**src/usb_out_pkg.sv**
```systemverilog
////////////////////////////////////////
// USB OUT protocol engine definitions
// PIDs, bus field types and the strobe
// bundles between receiver, engine,
// transmitter and endpoints
////////////////////////////////////////

package usb_out_pkg;

  // PIDs handled by the OUT engine
  // Bit 3 of a data PID carries the toggle, low two bits give the type
  typedef enum logic [3:0] {
    UsbPidOut   = 4'b0001,
    UsbPidAck   = 4'b0010,
    UsbPidData0 = 4'b0011,
    UsbPidNak   = 4'b1010,
    UsbPidData1 = 4'b1011,
    UsbPidSetup = 4'b1101,
    UsbPidStall = 4'b1110
  } usb_pid_e;

  // PID type field of a token
  localparam logic [1:0] PidTypeToken = 2'b01;

  typedef logic [6:0] dev_addr_t;
  typedef logic [3:0] ep_id_t;
  typedef logic [7:0] byte_t;

  ////////////////////////////////////////
  // Receiver and transmitter bundles
  ////////////////////////////////////////

  // Packet framing from the receiver
  // pid, addr and endp hold while pkt_end is high
  typedef struct packed {
    logic      pkt_start;
    logic      pkt_end;
    logic      pkt_valid;
    usb_pid_e  pid;
    dev_addr_t addr;
    ep_id_t    endp;
  } rx_pkt_t;

  // One received payload byte per put strobe
  typedef struct packed {
    logic  put;
    byte_t data;
  } rx_data_t;

  // Handshake request, pid only valid with start
  typedef struct packed {
    logic     start;
    usb_pid_e pid;
  } tx_hs_t;

  ////////////////////////////////////////
  // Engine internal and endpoint bundles
  ////////////////////////////////////////

  // Classification of the packet ending this cycle
  typedef struct packed {
    logic out_tok;
    logic setup_tok;
    logic data_pkt;
    logic bad_pkt;
    logic toggle_bit;
    logic ep_hit;
  } rx_class_t;

  // Per transaction events to the endpoint side
  typedef struct packed {
    logic newpkt;
    logic acked;
    logic rollback;
  } ep_event_t;

endpackage

```
**src/usb_out_xact_fsm.sv**
```systemverilog
////////////////////////////////////////
// USB OUT transaction state machine
// Token, data packet with timeout, then
// the handshake choice at data end
////////////////////////////////////////

module usb_out_xact_fsm #(
  parameter int unsigned AckTimeoutCnt = 68
) (
  input  logic                   clk_48mhz_i,
  input  logic                   rst_ni,
  input  logic                   link_reset_i,
  input  logic                   pkt_start_i,
  input  usb_out_pkg::rx_class_t class_i,
  input  logic                   ep_control_i,
  input  logic                   toggle_bad_i,
  input  logic                   setup_xact_i,
  input  logic                   full_i,
  input  logic                   stall_i,
  input  logic                   nak_i,
  output usb_out_pkg::tx_hs_t    tx_o,
  output logic                   xact_start_o,
  output logic                   new_pkt_end_o,
  output usb_out_pkg::ep_event_t event_o,
  output logic                   in_data_o,
  output logic                   clear_addr_o
);

  localparam int unsigned CntW = $clog2(AckTimeoutCnt + 1);
  localparam logic [CntW-1:0] CntLoad = CntW'(AckTimeoutCnt);

  typedef enum logic [1:0] {
    StIdle,
    StWaitData,
    StRcvData,
    StDataEnd
  } xact_state_e;

  xact_state_e     state_q, state_d;
  logic [CntW-1:0] timeout_q;

  ////////////////////////////////////////
  // Next state and strobes
  ////////////////////////////////////////

  always_comb begin
    state_d       = state_q;
    tx_o.start    = 1'b0;
    tx_o.pid      = usb_out_pkg::UsbPidAck;
    xact_start_o  = 1'b0;
    new_pkt_end_o = 1'b0;
    event_o       = '0;

    unique case (state_q)
      StIdle: begin
        // SETUP only accepted on control endpoints
        if (class_i.ep_hit &&
            (class_i.out_tok || (class_i.setup_tok && ep_control_i))) begin
          state_d        = StWaitData;
          xact_start_o   = 1'b1;
          event_o.newpkt = 1'b1;
        end
      end

      StWaitData: begin
        // Data packet must start before the countdown runs out
        if (pkt_start_i) begin
          state_d = StRcvData;
        end else if (timeout_q == '0) begin
          state_d = StIdle;
        end
      end

      StRcvData: begin
        if (toggle_bad_i && !stall_i) begin
          // Repeat of an already accepted packet, ACK again and drop it
          state_d          = StIdle;
          event_o.rollback = 1'b1;
          tx_o.start       = 1'b1;
          tx_o.pid         = usb_out_pkg::UsbPidAck;
        end else if (class_i.bad_pkt) begin
          // Corrupt packet gets no answer at all
          state_d          = StIdle;
          event_o.rollback = 1'b1;
        end else if (class_i.data_pkt) begin
          state_d = StDataEnd;
        end
      end

      StDataEnd: begin
        state_d    = StIdle;
        tx_o.start = 1'b1;
        if (setup_xact_i) begin
          // SETUP is never NAKed, a lost one stays silent
          if (nak_i || full_i) begin
            tx_o.start       = 1'b0;
            event_o.rollback = 1'b1;
          end else begin
            tx_o.pid      = usb_out_pkg::UsbPidAck;
            new_pkt_end_o = 1'b1;
            event_o.acked = 1'b1;
          end
        end else if (stall_i) begin
          tx_o.pid = usb_out_pkg::UsbPidStall;
        end else if (nak_i || full_i) begin
          // No room, host retries later
          tx_o.pid         = usb_out_pkg::UsbPidNak;
          event_o.rollback = 1'b1;
        end else begin
          tx_o.pid      = usb_out_pkg::UsbPidAck;
          new_pkt_end_o = 1'b1;
          event_o.acked = 1'b1;
        end
      end

      default: state_d = StIdle;
    endcase
  end

  // Receiving state gates the byte puts
  assign in_data_o    = (state_q == StRcvData);
  assign clear_addr_o = (state_q == StWaitData) && pkt_start_i;

  ////////////////////////////////////////
  // State and timeout registers
  ////////////////////////////////////////

  always_ff @(posedge clk_48mhz_i or negedge rst_ni) begin
    if (!rst_ni) begin
      state_q <= StIdle;
    end else if (link_reset_i) begin
      state_q <= StIdle;
    end else begin
      state_q <= state_d;
    end
  end

  // Reloads outside the wait state
  always_ff @(posedge clk_48mhz_i or negedge rst_ni) begin
    if (!rst_ni) begin
      timeout_q <= CntLoad;
    end else if (state_q == StWaitData) begin
      timeout_q <= timeout_q - 1'b1;
    end else begin
      timeout_q <= CntLoad;
    end
  end

  state_legal_a : assert property (@(posedge clk_48mhz_i) disable iff (!rst_ni)
    state_q inside {StIdle, StWaitData, StRcvData, StDataEnd});

  // Handshakes only ever answer a data packet
  tx_in_data_phase_a : assert property (@(posedge clk_48mhz_i) disable iff (!rst_ni)
    tx_o.start |-> !(state_q inside {StIdle, StWaitData}));

endmodule

```
**config.mk**
```make
export PLATFORM = sky130hd
export DESIGN_NAME = usb_out_xact_fsm
export DESIGN_NICKNAME = d
export VERILOG_FILES = /design/src/usb_out_pkg.sv /design/src/usb_out_xact_fsm.sv
export SDC_FILE = /design/constraint.sdc
export NUM_CORES = 1
export LEC_CHECK = 0
export BUFFER_PORTS_ARGS = -buffer_cell sky130_fd_sc_hd__buf_2
export CAP_MARGIN = 20
export CORE_AREA = 3 3 40 42
export DETAILED_ROUTE_END_ITERATION = 8
export DIE_AREA = 0 0 43 45
export GPL_TIMING_DRIVEN = 1
export PLACE_DENSITY_LB_ADDON = 0.15
export SETUP_SLACK_MARGIN = 0.02
export SLEW_MARGIN = 10
export SYNTH_ARGS = -nofsm -noshare
export SYNTH_HDL_FRONTEND = slang
export SYNTH_SLANG_ARGS = --single-unit
```
**constraint.sdc**
```tcl
create_clock -name clk_48mhz_i -period 3.5 [get_ports clk_48mhz_i]
set_input_delay 0.525 -clock clk_48mhz_i [delete_from_list [all_inputs] [get_ports clk_48mhz_i]]
set_output_delay 0.525 -clock clk_48mhz_i [all_outputs]
set_load 0.01 [all_outputs]
```
# Word level (Yosys, flattened, before mapping)
# Index checks and enable logic that the tools add are counted.
[totals] register_bits=9 latchBits=0 mem_bits_rw=0 romBits=0 in_bits=16 output_inout_bits=12 word_cells=47 n_memories=0
[classes] addsub=1 mul=0 div_mod_pow=0 magnitude_cmp=0 n_eq_ne=6 shift=0 muxes=28 bitwise_logic=0 n_reduce_logical=10
[ops] op="2-bit 2-to-1 mux" count=9
[ops] op="4-bit 2-to-1 mux" count=3
[ops] op="1-bit 2-to-1 mux" count=11
[ops] op="5-bit one-hot mux with 2 select lines" count=1
[ops] op="2-bit one-hot mux with 4 select lines" count=1
[ops] op="7-bit zero test" count=1
[ops] op="7-bit 2-to-1 mux" count=1
[ops] op="7-bit by 1-bit subtractor with 7-bit output, second input constant" count=1
[ops] op="5-bit 2-to-1 mux" count=1
[ops] op="5-bit by 4-bit inequality test with 1-bit output, second input constant" count=1
[ops] op="2-bit equality test, second input constant" count=2
[ops] op="1-bit logical AND" count=4
[ops] op="4-bit inequality test, second input constant" count=1
[ops] op="3-bit inequality test, second input constant" count=1
[ops] op="3-bit AND reduction" count=1
[ops] op="2-bit by 1-bit equality test with 1-bit output, second input constant" count=1
[ops] op="2-bit zero test" count=1
[ops] op="1-bit logical OR" count=2
[ops] op="1-bit one-hot mux with 2 select lines" count=1
[ops] op="1-bit zero test" count=1

# Longest topological paths before layout
# Gate-level depths: netlist of the first run.
[logic_depth] depth_word=6 ltp_mapped=5 depth_no_buf=5

# Least setup slack after synthesis of the first run
# OpenSTA, ideal clock, no wires.
[synth_path] path_kind="input -> output" start="input setup_xact_i" end="output event_o[1] (netlist bit)" t_arrival_ns=1.374 t_required_ns=2.975 path_slack_ns=1.601 cell_stages=3 n_path_buf=1 path_cell_list="nand2b_1 > nor4b_1 > buf_4"
[synth_rtl] element="start: declaration" line="usb_out_xact_fsm.sv:17" source="input logic setup_xact_i,"
[synth_rtl] element="end: declaration" line="usb_out_xact_fsm.sv:24" source="output usb_out_pkg::ep_event_t event_o,"

==> results of run 1 <==
-- cell usage after synthesis, drive strengths merged --
cell type | number | area share (%)
nor4 | 1 | 2.0
nand3 | 1 | 0.82
nor3 | 3 | 2.5
or3 | 1 | 1.0
nor2b | 1 | 1.0
buf | 5 | 6.1
and2 | 2 | 2.3
dfrtp | 7 | 29
conb | 2 | 1.2
o31ai | 1 | 1.2
inv | 4 | 2.5
nand2 | 4 | 2.5
and3 | 1 | 1.0
a21oi | 5 | 4.1
a311oi | 1 | 2.5
a2111oi | 1 | 2.5
nand2b | 2 | 3.3
ha | 2 | 4.1
xnor2 | 1 | 1.4
a21o | 1 | 1.2
dfstp | 2 | 8.6
xor2 | 1 | 1.4
nor2 | 8 | 4.9
o211a | 1 | 1.6
nor4b | 2 | 2.9
and2b | 2 | 2.9
o21ai | 4 | 3.3
o211ai | 2 | 2.5
-- logic make-up (layout without fill, tap and decap cells) --
logic type	Yosys count	in the layout
buffers and inverters	9	32
adder cells (fa/ha/maj)	2	2
AO/OA/AOI/OAI	16	16
other	2	2
XOR/XNOR	2	2
AND/OR/NAND/NOR	28	28
flip-flops	9	9
-- layout make-up --
class,instances,area [sq um],area share (%)
multi-input cells,50,330.3,44.75
repair buffers,24,120.1,16.27
clock buffers,4,26.28,3.559
inverters,4,15.01,2.034
well taps,15,18.77,2.542
flip-flops and latches,9,227.7,30.85
-- worst max-delay path, cell delays in order (launching register included) --
cell and delay (ps):
sky130_fd_sc_hd__dfrtp_1 560, sky130_fd_sc_hd__nand2_1 150, sky130_fd_sc_hd__nor4b_1 310, sky130_fd_sc_hd__buf_2 200
-- sequential cells by signal, indices dropped and copies added, names as in the netlist --
name       count
timeout_q      7
state_q        2
-- routing by layer --
| layer | vias up | track usage (%) | share of wire (%) |
|---|---|---|---|
| li1 | 275 | - | - |
| met1 | 231 | 19.45 | 44 |
| met2 | 19 | 23.05 | 45 |
| met3 | 4 | 3.984 | 9.0 |
| met4 | 0 | 7.229 | 1.5 |
| met5 | - | 0 | 0 |
-- power groups by stage --
| stage | sequential (mW) | clock [mW] | combinational (mW) |
|---|---|---|---|
| detailed placement | 0.127 | 0 | 0.0668 |
| floorplan | 0.121 | 0 | 0.0532 |
| CTS | 0.125 | 0.0828 | 0.0670 |
| global placement | 0.127 | 0 | 0.0655 |
| finish | 0.125 | 0.0815 | 0.0663 |
| global route | 0.127 | 0.0878 | 0.0767 |
-- per-stage QoR --
stage                     cells  util (%)
after floorplan              68         -
after detailed placement    102     55.40
after global placement      102     55.40
after CTS                   106     57.45
after global routing        106     57.45
final                       106     57.45
-- how the worst min path moves through the flow --
stage / start / endpoint / slack [ps] / cells past startpoint
floorplan: rst_ni / state_q[0] / 230 / 0
global placement: rst_ni / timeout_q[5] / 380 / 1
detailed placement: rst_ni / timeout_q[4] / 390 / 1
CTS: rst_ni / state_q[1] / 110 / 1
global route: rst_ni / timeout_q[5] / 110 / 1
finish: rst_ni / state_q[1] / 100 / 1
==> impl_summary.log, run 1 <==
[metrics] # setup viols final: 0
[metrics] final design area excluding fillers: approximately 740 sq um
[metrics] fin crit period: 1996 ps
[metrics] type of the worst setup path: reg2out
[metrics] timing endpoint of the critical path: event_o[1]
[metrics] part of the total power dissipated in combinational logic: between 20% and 30%
[metrics] number of buffers on the longest clock path: 2
[metrics] required time of the critical path: 2970 ps
[metrics] complex-gate fraction of the synthesized area: 18.85%
[metrics] critical path fanouts, max: 11
[metrics] maximum level of the CTS H-tree: 1
[metrics] max frequency: 501.1 MHz
[metrics] Setup Fix Bufs, Post-CTS: 0
[metrics] Worst Slack Setup Final: ~1500 ps
[metrics] All-Layer GR Usage: between 10% and 20%
[metrics] global-route wire length before repair: ~2100 um
[metrics] clock edge transition at the registers on the reported setup and hold paths: around 60 ps
[metrics] commonest non-fill, non-tap cell in the layout: sky130_fd_sc_hd__buf_2
[metrics] power share of the sequential group: between 40 and 50%
[metrics] Yosys warning count: 0
[metrics] proportion of synthesized area in mux cells: 0%
[metrics] Total Nets Final: 110
[metrics] fraction of power consumed by the clock network: 29.9%
[metrics] run status: finished clean
[metrics] cell area after placement: 711.9 sq um
[metrics] estimated wirelength of the detail-placed design: 933 um
[metrics] P_int: 0.1890 mW
[metrics] number of iterations in the first detailed-routing pass: 3
[metrics] total core area: 1285 sq um
[metrics] slack of the worst reg-to-reg path: around 2100 ps
[metrics] setup repair after global routing missed its margin: no
[metrics] total wire length: approximately 1200 um
[metrics] FF-to-FF Start: state_q[0]
[metrics] relative area change from synthesis to final layout: 20.90%
[metrics] routability congestion estimate: 0.7282
[metrics] Sw Ratio: between 30 and 40%
[metrics] highest ir drop seen on vdd: around 0.00019 V
[metrics] Worst setup SP type: flop
[metrics] xor-xnor portion of the synthesized cell area: roughly 2.9%
[metrics] total grt overflow: 0
[metrics] area of the mapped netlist: roughly 610 sq um
[metrics] overall via count from detail_route: between 500 and 600
[metrics] Gate Count Post-Synth: a little under 70
[metrics] maximum number of pins on one net before global-route repair: 12
[metrics] number of antenna repair diodes: 0
[metrics] Resized cells post-CTS: 0
[metrics] mean number of vias per cell: between 4 and 5
[metrics] Synth Register Bits: 9
[metrics] endpoint of the most critical register-to-register path: state_q[0]
[metrics] kind of path behind the tightest hold check: in2async
[metrics] Hold Slack: 100.6 ps
[metrics] quantity of hold-fixing buffers added after cts: 0
[metrics] most frequent cells in the layout: sky130_fd_sc_hd__buf_2 (24), sky130_fd_sc_hd__nor2_1 (8), sky130_fd_sc_hd__dfrtp_1 (7)
[metrics] main combinational cell family by area after synthesis: simple AND/OR/NAND/NOR gates
[metrics] Leak Pwr: around 0.38 nW
[metrics] worst skew pair latency: 260 ps
[metrics] number of slew-limit violations in the final report: 0
[metrics] post-synth net total: 86
[metrics] input/output buffers: 24
[metrics] clock tree root buffer cell: sky130_fd_sc_hd__clkbuf_4
[metrics] post-route total power: around 0.27 mW
[metrics] initial antenna violation count: 0
[metrics] endpoint type of the worst setup path: primary output
[metrics] average routed wire per standard cell: about 11 um
[metrics] Data arrival, critical path: around 1500 ps
[metrics] site row count: 13
[metrics] number of CTS-inserted buffers: 3
[metrics] initial standard-cell utilization of the core: 47.52%
[metrics] I/O pin count: 28
[metrics] DIE HEIGHT: 45 um
[metrics] dpl ws: roughly 1600 ps
[metrics] DIE WIDTH: between 40 and 50 um
[metrics] drc violations: 0
[metrics] clock tree from TritonCTS: yes
[metrics] total power density per cell area: ~370 nW/um^2
[metrics] adder-cell area share of the yosys netlist: approximately 4.1%
[metrics] cell depth of the worst flop-to-flop path: 3
[metrics] number of global-route vias before repair: slightly above 500
[metrics] sinks on the clock net: 9
[metrics] number of nets with antenna violations after routing: 0
[metrics] sequential-to-total area share from yosys stat: between 30% and 40%
[metrics] Die Area: 1935 sq um
[metrics] Final Skew: roughly 3.0 ps
[metrics] number of DRC violations after detailed-routing iteration 0: 1
[metrics] number of endpoints with negative hold slack in the final report: 0
[metrics] share of the clock period used by the worst path after layout: a little under three fifths
[metrics] area fraction in and, or, nand and nor cells after synthesis: a little over a quarter
[metrics] ratio of cells with drive above 1 in the final layout: about 40%
[metrics] fillcell total: approximately 120
[metrics] critical path startpoint: state_q[0]
[metrics] library cells used by synthesis: 30
[metrics] mean cell area of the mapped netlist: 8.979 sq um
[metrics] Fin Setup TNS: 0 ps
[metrics] net switching power: 0.08378 mW
[metrics] max-capacitance violation count: 0
No activity file was read; power rests on OpenSTA's default activity.
==> run 2, diff against run 1 <==
--- a/config.mk
+++ b/config.mk
@@ -7,9 +7,9 @@
 export LEC_CHECK = 0
 export BUFFER_PORTS_ARGS = -buffer_cell sky130_fd_sc_hd__buf_2
 export CAP_MARGIN = 20
-export CORE_AREA = 3 3 40 42
+export CORE_MARGIN = 3
+export CORE_UTILIZATION = 40
 export DETAILED_ROUTE_END_ITERATION = 8
-export DIE_AREA = 0 0 43 45
 export GPL_TIMING_DRIVEN = 1
 export PLACE_DENSITY_LB_ADDON = 0.15
 export SETUP_SLACK_MARGIN = 0.02
==> constraint.sdc (replaced) <==
create_clock -name clk_48mhz_i -period 1.6 [get_ports clk_48mhz_i]
set_input_delay 0.24 -clock clk_48mhz_i [delete_from_list [all_inputs] [get_ports clk_48mhz_i]]
set_output_delay 0.24 -clock clk_48mhz_i [all_outputs]
set_load 0.01 [all_outputs]
==> run 2 against run 1 <==
Against the previous run:
- flip-flop and latch count did not move
- critical path depth unchanged
- wire length increased by 7.9%
- sequential power up 120%
- clock power up 110%
- clock skew increased by 6.1 ps
- final cell count grew 4.7%
- register-to-register slack worse by 1900 ps
- critical endpoint unchanged
==> impl_summary.log, run 2 (synthesis gave the netlist of run 1 again) <==
[metrics] run status: finished clean (unchanged)
[metrics] total power density per cell area: 767.8 nW/um^2 (was 369.5 nW/um^2)
[metrics] number of antenna repair diodes: 0 (unchanged)
[metrics] type of the worst setup path: reg2out (unchanged)
[metrics] number of DRC violations after detailed-routing iteration 0: 9 (was 1)
[metrics] mean number of vias per cell: 4.982 (was 4.991)
[metrics] Top Metal Used: met4 (unchanged)
[metrics] overall via count from detail_route: 553 (was 529)
[metrics] setup repair after global routing missed its margin: no (unchanged)
[metrics] cell depth of the worst flop-to-flop path: 4 (was 3)
[metrics] final std cells w/o fill: 111 (was 106)
[metrics] clock tree root buffer cell: sky130_fd_sc_hd__clkbuf_4 (unchanged)
[metrics] DIE HEIGHT: 45.07 um (was 45 um)
[metrics] # setup viols final: 0 (unchanged)
[metrics] Total Nets Final: 115 (was 110)
[metrics] Sw Ratio: 30.19% (was 30.71%)
[metrics] final design area excluding fillers: 795.8 sq um (was 738.2 sq um)
[metrics] total grt overflow: 0 (unchanged)
[metrics] maximum number of pins on one net before global-route repair: 10 (was 12)
[metrics] average routed wire per standard cell: 11.60 um (was 11.26 um)
[metrics] DIE WIDTH: 45.07 um (was 43 um)
[metrics] Final Skew: 9.103 ps (was 3.037 ps)
[metrics] input/output buffers: 24 (unchanged)
[metrics] number of buffers on the longest clock path: 2 (unchanged)
[metrics] ratio of cells with drive above 1 in the final layout: 44.79% (was 39.56%)
[metrics] total core area: 1366 sq um (was 1285 sq um)
[metrics] cell area after placement: 711.9 sq um (unchanged)
[metrics] kind of path behind the tightest hold check: in2reg (was in2async)
[metrics] initial antenna violation count: 0 (unchanged)
[metrics] number of iterations in the first detailed-routing pass: 4 (was 3)
[metrics] number of nets with antenna violations after routing: 0 (unchanged)
[metrics] routed length on met3: 128 um (was 107 um)
[metrics] P_int: 0.4265 mW (was 0.1890 mW)
[metrics] All-Layer GR Usage: 13.50% (was 14.91%)
[metrics] power share of the sequential group: 44.3% (was 45.8%)
[metrics] fraction of power consumed by the clock network: 28.3% (was 29.9%)
[metrics] WL met1: 588 um (was 529 um)
[metrics] relative area change from synthesis to final layout: 30.33% (was 20.90%)
[metrics] cells along the critical path: nand2_1 -> nor4b_4 -> buf_2 (was nand2_1 -> nor4b_1 -> buf_2)
[metrics] dpl ws: 152.1 ps (was 1608 ps)
[metrics] number of slew-limit violations in the final report: 0 (unchanged)
[metrics] most frequent cells in the layout: sky130_fd_sc_hd__buf_2 (24), sky130_fd_sc_hd__nor2_1 (8), sky130_fd_sc_hd__a21oi_1 (5), sky130_fd_sc_hd__dfrtp_1 (5) (was sky130_fd_sc_hd__buf_2 (24), sky130_fd_sc_hd__nor2_1 (8), sky130_fd_sc_hd__dfrtp_1 (7))
[metrics] required time of the critical path: 1360 ps (was 2970 ps)
[metrics] total wire length: 1288 um (was 1194 um)
[metrics] fin crit period: between 1000 and 1500 ps
[metrics] commonest non-fill, non-tap cell in the layout: sky130_fd_sc_hd__buf_2 (unchanged)
[metrics] I/O pin count: 28 (unchanged)
[metrics] post-route total power: 0.6110 mW (was 0.2728 mW)
[metrics] sinks on the clock net: 9 (unchanged)
[metrics] final core occ: 58.24% (was 57.45%)
[metrics] share of the clock period used by the worst path after layout: between 90 and 100%
[metrics] routability congestion estimate: 0.7874 (was 0.7282)
[metrics] number of flip-flops under the largest register name: 7 (unchanged)
[metrics] estimated wirelength of the detail-placed design: 971.3 um (was 933 um)
[metrics] global-route wire length before repair: 1987 um (was 2125 um)
[metrics] initial standard-cell utilization of the core: 44.69% (was 47.52%)
[metrics] highest ir drop seen on vdd: 0.0006959 V (was 0.0001912 V)
[metrics] post-placement cell count: 102 (unchanged)
[metrics] part of the total power dissipated in combinational logic: 27.4% (was 24.3%)
[metrics] net switching power: 0.1844 mW (was 0.08378 mW)
[metrics] drc violations: 0 (unchanged)
[metrics] Fin Setup TNS: 0 ps (unchanged)
[metrics] critical path fanouts, max: 7 (was 11)
[metrics] sum of met2 wire segment lengths after detailed routing: 564 um (was 539 um)
[metrics] number of endpoints with negative hold slack in the final report: 0 (unchanged)
[metrics] worst skew pair latency: 260 ps (about the same)
[metrics] max frequency: 679.6 MHz
[metrics] cell type of the slowest stage on the worst timing path: sky130_fd_sc_hd__dfrtp_2 (was sky130_fd_sc_hd__dfrtp_1)
[metrics] leading registers by flop count: timeout_q: 7 flops, state_q: 2 flops (unchanged)
[metrics] number of CTS-inserted buffers: 3 (unchanged)
[metrics] Worst Slack Setup Final: 128.6 ps (was 1504 ps)
[metrics] maximum level of the CTS H-tree: 1 (unchanged)
[metrics] Hold Slack: 152.0 ps (was 100.6 ps)
[metrics] register containing the most flip-flops in the final layout: timeout_q (unchanged)
[metrics] Leak Pwr: 0.4129 nW (was 0.3820 nW)
[metrics] Worst setup SP type: flop (unchanged)
[metrics] site row count: 13 (unchanged)
[metrics] number of global-route vias before repair: 455 (was 512)
[metrics] number of cells on the worst hold path: 2
[metrics] max-capacitance violation count: 0 (unchanged)
[metrics] Die Area: 2031 sq um (was 1935 sq um)
[metrics] delay of the slowest cell on the worst path: 420 ps (was 560 ps)
[metrics] clock edge transition at the registers on the reported setup and hold paths: 60 ps (about the same)
[metrics] endpoint type of the worst setup path: primary output (unchanged)
[metrics] Data arrival, critical path: 1230 ps (was 1470 ps)
[metrics] clock tree from TritonCTS: yes (unchanged)
## run 2: final cells by class
cell class                      count  area, sq um
Clock buffer                        4        26.28
Multi-Input combinational cell     50        345.3
Fill cell                         129        570.5
Inverter                            4        15.01
Timing Repair Buffer               29        160.2
Sequential cell                     9        230.2
Tap cell                           15        18.77
## run 2: power groups by stage
stage	Sequential, mW	Clock [mW]	Combinational, mW
floorplan	0.265	0	0.116
global placement	0.277	0	0.145
detailed placement	0.278	0	0.146
CTS	0.271	0.178	0.161
global route	0.274	0.200	0.187
finish	0.271	0.173	0.168
## run 2: final timing paths
check                      slack, ps          from            to
min in group asynchronous        360        rst_ni    state_q[0]
min                              150  link_reset_i    state_q[0]
max in group asynchronous       1000        rst_ni  timeout_q[2]
min reg2reg                      450  timeout_q[0]  timeout_q[0]
max                              130    state_q[0]    event_o[1]
max reg2reg                      210  timeout_q[2]    state_q[0]
## run 2: routing by layer
metal / GRT usage [%] / vias up
met1: 18.56 / 245
met4: 1.754 / 0
met2: 19.21 / 20
met3: 7.171 / 2
li1: - / 286
met5: 0 / -
## run 2: critical path: cells and delay by family, from the launching register on
family | cells | cell delay [ps]
buffers and inverters | 1 | 170
flip-flops | 1 | 420
AND/OR/NAND/NOR | 2 | 380
## run 2: what timing repair did
action,in CTS,in global routing
gates resized for setup,2,3
hold buffers,1,0
endpoints found under the hold margin,7,0
setup buffers,2,2
gates cloned,0,0
setup endpoints to repair,2,3
==> run 3, diff against run 2 <==
--- a/config.mk
+++ b/config.mk
@@ -7,12 +7,15 @@
 export LEC_CHECK = 0
 export BUFFER_PORTS_ARGS = -buffer_cell sky130_fd_sc_hd__buf_2
 export CAP_MARGIN = 20
+export CELL_PAD_IN_SITES_DETAIL_PLACEMENT = 0
+export CELL_PAD_IN_SITES_GLOBAL_PLACEMENT = 1
 export CORE_MARGIN = 3
-export CORE_UTILIZATION = 40
+export CORE_UTILIZATION = 28
 export DETAILED_ROUTE_END_ITERATION = 8
 export GPL_TIMING_DRIVEN = 1
 export PLACE_DENSITY_LB_ADDON = 0.15
 export SETUP_SLACK_MARGIN = 0.02
+export SKIP_LAST_GASP = 1
 export SLEW_MARGIN = 10
 export SYNTH_ARGS = -nofsm -noshare
 export SYNTH_HDL_FRONTEND = slang
==> run 3 against run 2 <==
Against the previous run:
- critical path depth unchanged
- fmax down 2.0%
- clock skew fell by 7.7 ps
- count of clock-buffer cells in the layout shrank 1
==> impl_summary.log, run 3 (synthesis gave the netlist of run 1 again) <==
[metrics] estimated wirelength of the detail-placed design: 993.7 um (was 971.3 um)
[metrics] power share of the sequential group: 44.8% (was 44.3%)
[metrics] part of the total power dissipated in combinational logic: 27.0% (was 27.4%)
[metrics] number of flip-flops under the largest register name: 7 (unchanged)
[metrics] delay of the slowest cell on the worst path: 440 ps (was 420 ps)
[metrics] leading registers by flop count: timeout_q: 7 flops, state_q: 2 flops (unchanged)
[metrics] initial standard-cell utilization of the core: 30.20% (was 44.69%)
[metrics] worst skew pair latency: 260 ps (about the same)
[metrics] Fin Setup TNS: 0 ps (unchanged)
[metrics] setup repair after global routing missed its margin: no (unchanged)
[metrics] Data arrival, critical path: 1260 ps (was 1230 ps)
[metrics] clock tree from TritonCTS: yes (unchanged)
[metrics] number of DRC violations after detailed-routing iteration 0: 5 (was 9)
[metrics] final core occ: 39.23% (was 58.24%)
[metrics] # setup viols final: 0 (unchanged)
[metrics] maximum number of pins on one net before global-route repair: 10 (unchanged)
[metrics] site row count: 16 (was 13)
[metrics] drc violations: 0 (unchanged)
[metrics] number of antenna repair diodes: 0 (unchanged)
[metrics] number of global-route vias before repair: 463 (was 455)
[metrics] average routed wire per standard cell: 10.26 um (was 11.60 um)
[metrics] total power density per cell area: 759.8 nW/um^2 (was 767.8 nW/um^2)
[metrics] number of CTS-inserted buffers: 3 (unchanged)
[metrics] number of nets with antenna violations after routing: 0 (unchanged)
[metrics] max-capacitance violation count: 0 (unchanged)
[metrics] Worst setup SP type: flop (unchanged)
[metrics] number of slew-limit violations in the final report: 0 (unchanged)
[metrics] fraction of power consumed by the clock network: 28.2% (was 28.3%)
[metrics] All-Layer GR Usage: 9.681% (was 13.50%)
[metrics] ratio of cells with drive above 1 in the final layout: 45.74% (was 44.79%)
[metrics] total wire length: 1242 um (was 1288 um)
[metrics] input/output buffers: 24 (unchanged)
[metrics] clock edge transition at the registers on the reported setup and hold paths: 60 ps (about the same)
[metrics] routability congestion estimate: 0.7244 (was 0.7874)
[metrics] max frequency: 666.3 MHz (was 679.6 MHz)
[metrics] Die Area: 2777 sq um (was 2031 sq um)
[metrics] number of iterations in the first detailed-routing pass: 4 (unchanged)
[metrics] run status: finished clean (unchanged)
[metrics] cell type of the slowest stage on the worst timing path: sky130_fd_sc_hd__dfrtp_2 (unchanged)
[metrics] relative area change from synthesis to final layout: 29.92% (was 30.33%)
[metrics] Sw Ratio: 30.33% (was 30.19%)
[metrics] Final Skew: 1.431 ps (was 9.103 ps)
[metrics] sinks on the clock net: 9 (unchanged)
[metrics] clock tree root buffer cell: sky130_fd_sc_hd__clkbuf_4 (unchanged)
[metrics] Total Nets Final: 113 (was 115)
[metrics] DIE HEIGHT: 52.70 um (was 45.07 um)
[metrics] endpoint type of the worst setup path: primary output (unchanged)
[metrics] initial antenna violation count: 0 (unchanged)
[metrics] highest ir drop seen on vdd: 0.0006492 V (was 0.0006959 V)
[metrics] required time of the critical path: 1360 ps (about the same)
[metrics] most frequent cells in the layout: sky130_fd_sc_hd__buf_2 (24), sky130_fd_sc_hd__nor2_1 (8), sky130_fd_sc_hd__a21oi_1 (5), sky130_fd_sc_hd__dfrtp_1 (5) (unchanged)
[metrics] maximum level of the CTS H-tree: 1 (unchanged)
[metrics] overall via count from detail_route: 540 (was 553)
[metrics] commonest non-fill, non-tap cell in the layout: sky130_fd_sc_hd__buf_2 (unchanged)
[metrics] I/O pin count: 28 (unchanged)
[metrics] cells along the critical path: and2b_2 -> and2_1 -> buf_2 (was nand2_1 -> nor4b_4 -> buf_2)
[metrics] number of buffer and inverter stages on the critical path: 1 (unchanged)
[metrics] cell family contributing the most delay on the critical path: flip-flops (unchanged)
[metrics] type of the worst setup path: reg2out (unchanged)
[metrics] share of the clock period used by the worst path after layout: 93.81% (was 91.96%)
[metrics] mean number of vias per cell: 4.463 (was 4.982)
[metrics] total core area: 2022 sq um (was 1366 sq um)
[metrics] number of buffers on the longest clock path: 2 (unchanged)
[metrics] critical path fanouts, max: 9 (was 7)
[metrics] number of endpoints with negative hold slack in the final report: 0 (unchanged)
[metrics] total grt overflow: 0 (unchanged)
[metrics] register containing the most flip-flops in the final layout: timeout_q (unchanged)
[metrics] DIE WIDTH: 52.70 um (was 45.07 um)
[metrics] Leak Pwr: 0.4011 nW (was 0.4129 nW)
[metrics] global-route wire length before repair: 1932 um (was 1987 um)
[metrics] P_int: 0.4199 mW (was 0.4265 mW)
[metrics] fillcell total: 229 (was 129)
[metrics] fin crit period: 1501 ps (was 1471 ps)
[metrics] net switching power: 0.1828 mW (was 0.1844 mW)
[metrics] kind of path behind the tightest hold check: in2reg (unchanged)
[run 3: layer usage]
metal | wire length (um) | track usage (%) | vias up
met1 | 566 | 11.68 | 234
met4 | 14 | 3.830 | 0
met5 | 0 | 0 | -
met3 | 101 | 4.274 | 2
met2 | 560 | 14.88 | 22
li1 | - | - | 282
[run 3: cell type report]
class / count / area [sq um] / area share (%)
well taps: 27 / 33.78 / 4.259
inverters: 4 / 15.01 / 1.893
multi-input cells: 50 / 341.6 / 43.06
repair buffers: 27 / 145.1 / 18.30
flip-flops and latches: 9 / 230.2 / 29.02
clock buffers: 3 / 22.52 / 2.839
clock inverters: 1 / 5.005 / 0.6309
[run 3: path summary, 6_finish.rpt]
kind	to	cells after the start	start	slack, ps
setup / recovery	clear_addr_o	3	state_q[1]	100
hold / removal	state_q[0]	2	link_reset_i	160
setup reg to reg	state_q[0]	4	state_q[0]	210
hold reg to reg	timeout_q[0]	1	timeout_q[0]	450
max in group asynchronous	timeout_q[6]	2	rst_ni	1000
min in group asynchronous	timeout_q[5]	2	rst_ni	360
[run 3: timing repair]
action | CTS | global route
hold buffers | 1 | 0
setup buffers | 1 | 1
endpoints found under the setup margin | 3 | 5
gates cloned | 0 | 0
gates resized for setup | 2 | 3
hold endpoints to repair | 7 | 0
[run 3: power groups by stage]
stage,Clock (mW),Sequential [mW],Combinational (mW)
floorplan,0,0.265,0.116
global placement,0,0.277,0.148
detailed placement,0,0.277,0.149
CTS,0.181,0.271,0.159
global route,0.189,0.273,0.187
finish,0.170,0.270,0.163
[run 3: per-stage QoR]
step                      worst slack, ps  instances  power [mW]  hold WS, ps  area, sq um
final                               99.07        121      0.6027        157.5        793.3
after global placement              165.1        114      0.4254        102.1        726.9
after detailed placement            145.2        114      0.4259        101.0        726.9
after CTS                           42.52        120      0.6103        150.5        774.5
after floorplan                     51.59         68      0.3818       -55.59        610.6
after global routing                30.63        121      0.6489        160.6        793.3
